<file path="config.mk">
export PLATFORM = sky130hd
export DESIGN_NAME = wb_arb_top
export DESIGN_NICKNAME = d
export VERILOG_FILES = /design/src/logic/arb_pkg.sv /design/src/logic/bus_arbiter.sv /design/src/logic/pn_seq_gen.sv /design/src/logic/wb_arb_top.sv /design/src/logic/wb_master_mux.sv /design/src/logic/wb_reg_mem.sv
export SDC_FILE = /design/constraint.sdc
export NUM_CORES = 1
export LEC_CHECK = 0
export ABC_AREA = 1
export BUFFER_PORTS_ARGS = -buffer_cell sky130_fd_sc_hd__buf_2
export CELL_PAD_IN_SITES_DETAIL_PLACEMENT = 1
export CELL_PAD_IN_SITES_GLOBAL_PLACEMENT = 1
export CORE_MARGIN = 4
export CORE_UTILIZATION = 44
export CTS_CLUSTER_DIAMETER = 120
export DETAILED_ROUTE_END_ITERATION = 6
export GPL_TIMING_DRIVEN = 0
export PLACE_DENSITY_LB_ADDON = 0.1
export SETUP_SLACK_MARGIN = 0.3
export SLEW_MARGIN = 20
export SYNTH_ARGS = -nofsm -noshare
export SYNTH_HDL_FRONTEND = slang
export SYNTH_SLANG_ARGS = --single-unit
</file>
<file path="constraint.sdc">
create_clock -name clk -period 2.85 [get_ports clk]
set_clock_uncertainty 0.2 [all_clocks]
set_input_delay 0.1425 -clock clk [delete_from_list [all_inputs] [get_ports clk]]
set_output_delay 0.1425 -clock clk [all_outputs]
set_load 0.05 [all_outputs]
</file>
<file path="src/logic/arb_pkg.sv">
// Shared types for the four-master Wishbone classic arbitration subsystem
// Request and response structs, grant vectors and arbitration modes
package arb_pkg;

  localparam int num_masters = 4;
  localparam int mem_words = 16;

  // Word address into the register memory
  typedef logic [3:0] wb_addr_t;
  typedef logic [31:0] wb_data_t;

  // One-hot owner, all zero when the bus is idle
  typedef logic [num_masters-1:0] grant_t;
  typedef logic [1:0] master_idx_t;

  // Codes 6 and 7 are left unnamed and grant nobody
  typedef enum logic [2:0] {
    arb_fixed0      = 3'd0,
    arb_fixed1      = 3'd1,
    arb_fixed2      = 3'd2,
    arb_fixed3      = 3'd3,
    arb_round_robin = 3'd4,
    arb_random      = 3'd5
  } arb_mode_t;

  typedef struct packed {
    logic     cyc;
    logic     stb;
    logic     we;
    wb_addr_t adr;
    wb_data_t dat;
  } wb_req_t;

  typedef struct packed {
    logic     ack;
    wb_data_t dat;
  } wb_rsp_t;

  // Index i carries master i
  typedef wb_req_t [num_masters-1:0] wb_req_array_t;
  typedef wb_rsp_t [num_masters-1:0] wb_rsp_array_t;

endpackage

</file>
<file path="src/logic/bus_arbiter.sv">
`timescale 1ns/1ps
// Four-master bus arbiter with fixed, round-robin and random schemes
// The registered grant stays with its owner while that owner keeps cyc high
module bus_arbiter (
  input  logic               clk,
  input  logic               rst_n,
  input  arb_pkg::arb_mode_t arb_type,
  input  arb_pkg::grant_t    req,
  output arb_pkg::grant_t    grant
);

  arb_pkg::master_idx_t rand_idx;
  arb_pkg::master_idx_t last_idx;
  arb_pkg::grant_t      gnt_fixed [arb_pkg::num_masters];
  arb_pkg::grant_t      gnt_rr;
  arb_pkg::grant_t      gnt_rand;
  arb_pkg::grant_t      choice;
  logic                 hold;

  // Named master first, then the rest in ascending order
  function automatic arb_pkg::grant_t first_then_ascending(
    input arb_pkg::grant_t      req_vec,
    input arb_pkg::master_idx_t first
  );
    arb_pkg::grant_t pick;
    logic            found;
    pick  = '0;
    found = 1'b0;
    if (req_vec[first]) begin
      pick[first] = 1'b1;
      found       = 1'b1;
    end
    for (int i = 0; i < arb_pkg::num_masters; i++) begin
      if (!found && req_vec[i]) begin
        pick[i] = 1'b1;
        found   = 1'b1;
      end
    end
    return pick;
  endfunction

  // Search from one above the last owner, wrapping around
  function automatic arb_pkg::grant_t rotate_pick(
    input arb_pkg::grant_t      req_vec,
    input arb_pkg::master_idx_t last
  );
    arb_pkg::grant_t      pick;
    arb_pkg::master_idx_t idx;
    logic                 found;
    pick  = '0;
    found = 1'b0;
    for (int k = 1; k <= arb_pkg::num_masters; k++) begin
      idx = last + arb_pkg::master_idx_t'(k);
      if (!found && req_vec[idx]) begin
        pick[idx] = 1'b1;
        found     = 1'b1;
      end
    end
    return pick;
  endfunction

  function automatic arb_pkg::master_idx_t onehot_to_idx(input arb_pkg::grant_t g);
    arb_pkg::master_idx_t idx;
    idx = '0;
    for (int i = 0; i < arb_pkg::num_masters; i++) begin
      if (g[i]) begin
        idx = arb_pkg::master_idx_t'(i);
      end
    end
    return idx;
  endfunction

  pn_seq_gen u_pn_seq_gen (
    .clk      (clk),
    .rst_n    (rst_n),
    .rand_idx (rand_idx)
  );

  // All six candidate grants evaluated in parallel
  for (genvar n = 0; n < arb_pkg::num_masters; n++) begin : g_fixed
    assign gnt_fixed[n] = first_then_ascending(req, arb_pkg::master_idx_t'(n));
  end

  assign gnt_rr   = rotate_pick(req, last_idx);
  assign gnt_rand = first_then_ascending(req, rand_idx);

  always_comb begin
    case (arb_type)
      arb_pkg::arb_fixed0:      choice = gnt_fixed[0];
      arb_pkg::arb_fixed1:      choice = gnt_fixed[1];
      arb_pkg::arb_fixed2:      choice = gnt_fixed[2];
      arb_pkg::arb_fixed3:      choice = gnt_fixed[3];
      arb_pkg::arb_round_robin: choice = gnt_rr;
      arb_pkg::arb_random:      choice = gnt_rand;
      default:                  choice = '0;
    endcase
  end

  // Bus lock: owner still has cyc up
  assign hold = |(grant & req);

  always_ff @(posedge clk or negedge rst_n) begin
    if (!rst_n) begin
      grant    <= '0;
      last_idx <= '0;
    end else if (!hold) begin
      grant <= choice;
      // Round-robin pointer only moves on a real owner
      if (|choice) begin
        last_idx <= onehot_to_idx(choice);
      end
    end
  end

  a_grant_onehot0: assert property (
    @(posedge clk) disable iff (!rst_n) $onehot0(grant)
  );

  a_grant_requested: assert property (
    @(posedge clk) disable iff (!rst_n)
    (grant != '0) |-> |(grant & $past(req))
  );

  a_grant_locked: assert property (
    @(posedge clk) disable iff (!rst_n)
    |(grant & req) |=> (grant == $past(grant))
  );

endmodule

</file>
<file path="src/logic/pn_seq_gen.sv">
`timescale 1ns/1ps
// 3-bit Fibonacci PN sequence generator with a period of 7
// The two oldest stages give the random first-priority master index
module pn_seq_gen (
  input  logic                 clk,
  input  logic                 rst_n,
  output arb_pkg::master_idx_t rand_idx
);

  logic s1;
  logic s2;
  logic s3;

  always_ff @(posedge clk or negedge rst_n) begin
    if (!rst_n) begin
      s1 <= 1'b1;
      s2 <= 1'b0;
      s3 <= 1'b0;
    end else begin
      // Feedback from newest and oldest stage
      s1 <= s1 ^ s3;
      s2 <= s1;
      s3 <= s2;
    end
  end

  assign rand_idx = {s3, s2};

  // All-zero is the lock-up state of the xor feedback
  a_state_nonzero: assert property (
    @(posedge clk) disable iff (!rst_n) (|{s3, s2, s1})
  );

endmodule

</file>
<file path="src/logic/wb_arb_top.sv">
`timescale 1ns/1ps
// Shared Wishbone classic bus with four masters and one register memory
// Connects the arbiter, the master mux and the slave
module wb_arb_top (
  input  logic                   clk,
  input  logic                   rst_n,
  input  arb_pkg::arb_mode_t     arb_type,
  input  arb_pkg::wb_req_array_t m_req,
  output arb_pkg::wb_rsp_array_t m_rsp,
  output arb_pkg::grant_t        grant
);

  arb_pkg::grant_t  req_vec;
  arb_pkg::wb_req_t s_req;
  arb_pkg::wb_rsp_t s_rsp;

  // Each master's cyc is its bus request
  for (genvar i = 0; i < arb_pkg::num_masters; i++) begin : g_cyc
    assign req_vec[i] = m_req[i].cyc;
  end

  bus_arbiter u_bus_arbiter (
    .clk      (clk),
    .rst_n    (rst_n),
    .arb_type (arb_type),
    .req      (req_vec),
    .grant    (grant)
  );

  wb_master_mux u_wb_master_mux (
    .grant (grant),
    .m_req (m_req),
    .m_rsp (m_rsp),
    .s_req (s_req),
    .s_rsp (s_rsp)
  );

  wb_reg_mem u_wb_reg_mem (
    .clk   (clk),
    .rst_n (rst_n),
    .req   (s_req),
    .rsp   (s_rsp)
  );

endmodule

</file>
<file path="src/logic/wb_master_mux.sv">
`timescale 1ns/1ps
// Wishbone request mux and response fan-out for the shared slave
// Only the granted master reaches the slave and sees its response
module wb_master_mux (
  input  arb_pkg::grant_t        grant,
  input  arb_pkg::wb_req_array_t m_req,
  output arb_pkg::wb_rsp_array_t m_rsp,
  output arb_pkg::wb_req_t       s_req,
  input  arb_pkg::wb_rsp_t       s_rsp
);

  arb_pkg::grant_t cyc_vec;

  // AND-OR select, all zero with no owner
  always_comb begin
    s_req = '0;
    for (int i = 0; i < arb_pkg::num_masters; i++) begin
      s_req = s_req | (m_req[i] & {$bits(arb_pkg::wb_req_t){grant[i]}});
    end
  end

  // Masters without the grant see a quiet bus and wait
  always_comb begin
    for (int i = 0; i < arb_pkg::num_masters; i++) begin
      if (grant[i]) begin
        m_rsp[i] = s_rsp;
      end else begin
        m_rsp[i] = '0;
      end
    end
  end

  // Open bus cycles, one bit per master
  always_comb begin
    for (int i = 0; i < arb_pkg::num_masters; i++) begin
      cyc_vec[i] = m_req[i].cyc;
    end
  end

  // A slave ack always lands on an owner that still holds its cycle open
  a_ack_to_owner: assert final (
    $isunknown({grant, s_rsp.ack}) || !s_rsp.ack || ((grant & cyc_vec) != '0)
  );

endmodule

</file>
<file path="src/logic/wb_reg_mem.sv">
`timescale 1ns/1ps
// Wishbone classic slave holding a 16-word by 32-bit register memory
// Each strobe gets one registered ack, with read data returned alongside
module wb_reg_mem (
  input  logic             clk,
  input  logic             rst_n,
  input  arb_pkg::wb_req_t req,
  output arb_pkg::wb_rsp_t rsp
);

  arb_pkg::wb_data_t mem [arb_pkg::mem_words];
  arb_pkg::wb_data_t rd_data;
  logic              ack;
  logic              access;

  // New strobe not yet acknowledged
  assign access = req.cyc && req.stb && !ack;

  always_ff @(posedge clk or negedge rst_n) begin
    if (!rst_n) begin
      ack     <= 1'b0;
      rd_data <= '0;
      for (int i = 0; i < arb_pkg::mem_words; i++) begin
        mem[i] <= '0;
      end
    end else begin
      ack <= access;
      // Write lands on the same edge that raises ack
      if (access && req.we) begin
        mem[req.adr] <= req.dat;
      end
      if (access && !req.we) begin
        rd_data <= mem[req.adr];
      end
    end
  end

  assign rsp = '{ack: ack, dat: rd_data};

  // Single-cycle ack that always follows a live strobe
  a_ack_pulse: assert property (
    @(posedge clk) disable iff (!rst_n)
    rsp.ack |-> ($past(req.cyc && req.stb) && !$past(rsp.ack))
  );

endmodule

</file>
==> impl_metrics.ini <==
[status]
status = finished, violations left
violations = design-rule violations, negative hold slack, negative setup slack

[yosys]
synth_ff_type = dfrtp_1
ys_warn_count = 0
synth_area_sq_um = 26800
synth_mux_area_share_pct = 0
synth_fp_nets = 3559
synthDistinctLibCells = 36
ys_seq_elements = 554
synthXorXnorAreaFrac_pct = 0.0326
synthCells = 3390
synth_compound_area_share_pct = 16.4
synth_fa_ha_area_share_pct = 0.373
synth_top_family_by_area = simple AND/OR/NAND/NOR gates
synth_async_sr_flop_share_pct = 100
syn_avg_cell_area_sq_um = 7.91
yosys.area_share.simple_pct = 23.0
ys_seq_area_share_pct = 51.7
synth_edf_count = 0

[clock_network]
cts_max_level = 2
cts_tree = yes
root_buffer = clkbuf_16
insertion_delay_ns = 0.67
clockBufferDepth = 3
path_clk_slew_ns = 0.07
clkSinkCount = 554
hold_buffers = 129
numCtsBuffers = 59

[sta]
drv_slew = 0
hold_violations = 59
setup_viol = 3
worstMarginPinSlew_ns = 0.634
period_needed_ns = 3.02
max_freq_ghz = 0.331
fin_crit_sh_pct = 106
finalWorstSetupSlack_ns = -0.167
grt_setup_unrepaired = yes
setup_tns_ns = -0.231
whs_ns = -0.155
worst_slew_margin_rel_pct = 57.7

[worst_setup_path]
reg2reg_to = u_wb_reg_mem.mem[321]$_DFFE_PN0P_
cp-end-kind = register
cp-start-kind = register
r2r_slack_ns = -0.17
arrival_ns = 3.31
critPathKind = reg -> reg
r2r_cells = 12
required_ns = 3.14
rr_startpoint = u_bus_arbiter.grant[0]$_DFFE_PN0P_
critPathMaxFanout = 10

[min_path]
hp-class = in -> async

[global_routing]
antenna_found_initial = 13
track_usage_pct = 40.5
grt_pass1_wl_microns = 195000
grt_max_degree = 99
grt_pass1_vias = 30015
grt_overflow = 0

[power]
ir_drop_v = 0.000609
p_per_area_nw_per_um2 = 1160
leakagePower_nw = 18.3

[route]
route.detailed.drc = 1
vias = 29937
totalWireLength_microns = 144000
vias_per_cell = 6.21
dr.pass1.iters = 7
drtIter0Drc = 3355
wl_per_cell_microns = 29.9
antenna_left = 0

[final_layout]
final_area_sq_um = 35900
area_growth_pct = 33.7
multi_input_area_sq_um = 11300
layout-drive-gt1-share_pct = 22.6
seqCellArea_sq_um = 13900
final_cell_mix = nand2_1 (1,015), dfrtp_1 (548), inv_1 (327)
fill_cells = 7154
final_common_cell = nand2_1
nNetsFinal = 4145

[placed_design]
placed_area_sq_um = 29500
place_congestion = 0.964
portBuffers = 295
hpwl_microns = 85200

[floorplanning]
core_area_sq_um = 60400
die_area_sq_um = 65000
die_y_microns = 255
num_rows = 90
ios = 297
start_util_pct = 44.5
die_x_microns = 255

[job]
cap_violations = 0
## worst max path at each step
stage	from	endpoint	slack, ns	cells after the start
3_5_place_dp	u_bus_arbiter.grant[3]$_DFFE_PN0P_	u_wb_reg_mem.rd_data[17]$_DFFE_PN0P_	-1.32	11
3_3_place_gp	rst_n	u_bus_arbiter.grant[1]$_DFFE_PN0P_	-11.04	1
2_1_floorplan	u_bus_arbiter.grant[0]$_DFFE_PN0P_	u_wb_reg_mem.mem[290]$_DFFE_PN0P_	0.30	9
5_1_grt	u_bus_arbiter.grant[0]$_DFFE_PN0P_	u_wb_reg_mem.mem[321]$_DFFE_PN0P_	-0.10	12
4_1_cts	u_bus_arbiter.grant[2]$_DFFE_PN0P_	u_wb_reg_mem.rd_data[17]$_DFFE_PN0P_	0.19	11
6_report	u_bus_arbiter.grant[0]$_DFFE_PN0P_	u_wb_reg_mem.mem[321]$_DFFE_PN0P_	-0.17	12
## through the flow
| step | util (%) | power, mW | instances | setup WS, ns |
|---|---|---|---|---|
| floorplan | - | 21.7 | 3390 | 0.304 |
| global placement | 48.5 | 27.9 | 4467 | -11.04 |
| detailed placement | 48.8 | 28.5 | 4473 | -1.32 |
| CTS | 57.1 | 38.5 | 4755 | 0.188 |
| global route | 59.4 | 42.6 | 4808 | -0.100 |
| finish | 59.4 | 41.5 | 4818 | -0.167 |
## routing by layer
layer / share of wire [%] / GRT usage [%] / wire length [microns] / up-vias
li1: - / - / - / 12074
met1: 35 / 50.0 / 50800 / 14847
met2: 44 / 63.9 / 64100 / 2223
met3: 12 / 9.78 / 17100 / 783
met4: 8.5 / 26.3 / 12200 / 10
met5: 0.040 / 0.220 / 57 / -
## what timing repair did
action	4_1_cts	5_1_grt
setup endpoints to repair	678	678
setup buffers	45	38
gates resized for setup	516	277
pin swaps	26	37
endpoints found under the hold margin	517	59
cloned	1	11
## Yosys cell counts (2+ instances only)
cell type,instances,share of area (%)
or2_2,28,0.65
inv_2,4,0.056
nor3_1,5,0.093
a21oi_1,209,3.9
nand3b_1,4,0.11
nor2_1,332,4.6
a22o_1,69,2.3
nand2_2,5,0.12
nor4_4,2,0.16
nor3_4,3,0.18
buf_6,7,0.29
o211ai_1,25,0.70
nand4_1,38,0.89
buf_2,58,1.1
nand3_1,58,1.1
o22ai_1,2,0.047
inv_1,340,4.8
clkbuf_1,144,2.0
nand2_1,1034,14
ha_1,8,0.37
nor2_2,3,0.070
dfrtp_1,553,52
o21ai_1,4,0.075
nor2_8,2,0.15
o21a_1,3,0.084
buf_1,27,0.38
o2111ai_1,71,2.3
a22oi_1,25,0.70
nor2_4,7,0.29
a21oi_2,28,0.91
o21ai_0,287,5.4
## critical path, cell delays in order, from the launching register on
cell	delay [ns]
dfrtp_1	0.39
buf_6	0.17
buf_6	0.11
nand2_1	0.05
nand3_1	0.09
a21oi_1	0.08
nor3_4	0.25
nand2_4	0.19
inv_8	0.15
buf_4	0.13
nand3_4	0.23
clkbuf_2	0.34
o21ai_0	0.47
## power by group
| group | switching, mW | leakage, nW | internal (mW) |
|---|---|---|---|
| registers | 1.85 | 7.04 | 10.4 |
| clock network | 3.52 | 0.968 | 4.68 |
| logic | 14.8 | 10.3 | 6.30 |
## area by class of cell
class	instances	share of cell area, %
inverter	345	3.74
multi-input combinational	2255	31.5
sequential	554	38.7
clock buffer	98	5.06
tap	782	2.73
timing repair buffer	525	11.1
clock inverter	9	0.446
antenna	14	0.0976
buffer	236	6.62
## kinds of logic (layout without fill, tap and decap cells)
| family | Yosys count | in the layout |
|---|---|---|
| simple gates | 1522 | 1522 |
| flops | 554 | 554 |
| compound gates | 724 | 724 |
| xor+xnor | 1 | 1 |
| fa+ha+maj | 8 | 8 |
| other cells | 0 | 14 |
| buf+inv | 581 | 1213 |
## flip-flops by register name, indices dropped and copies added (netlist names)
register	flops
u_wb_reg_mem.mem	512
u_bus_arbiter.u_pn_seq_gen.s1	1
u_bus_arbiter.grant	4
u_bus_arbiter.u_pn_seq_gen.s3	1
u_bus_arbiter.last_idx	2
u_wb_reg_mem.rd_data	32
u_bus_arbiter.u_pn_seq_gen.s2	1
u_wb_reg_mem.ack	1
(Power assumes the default switching activity.)
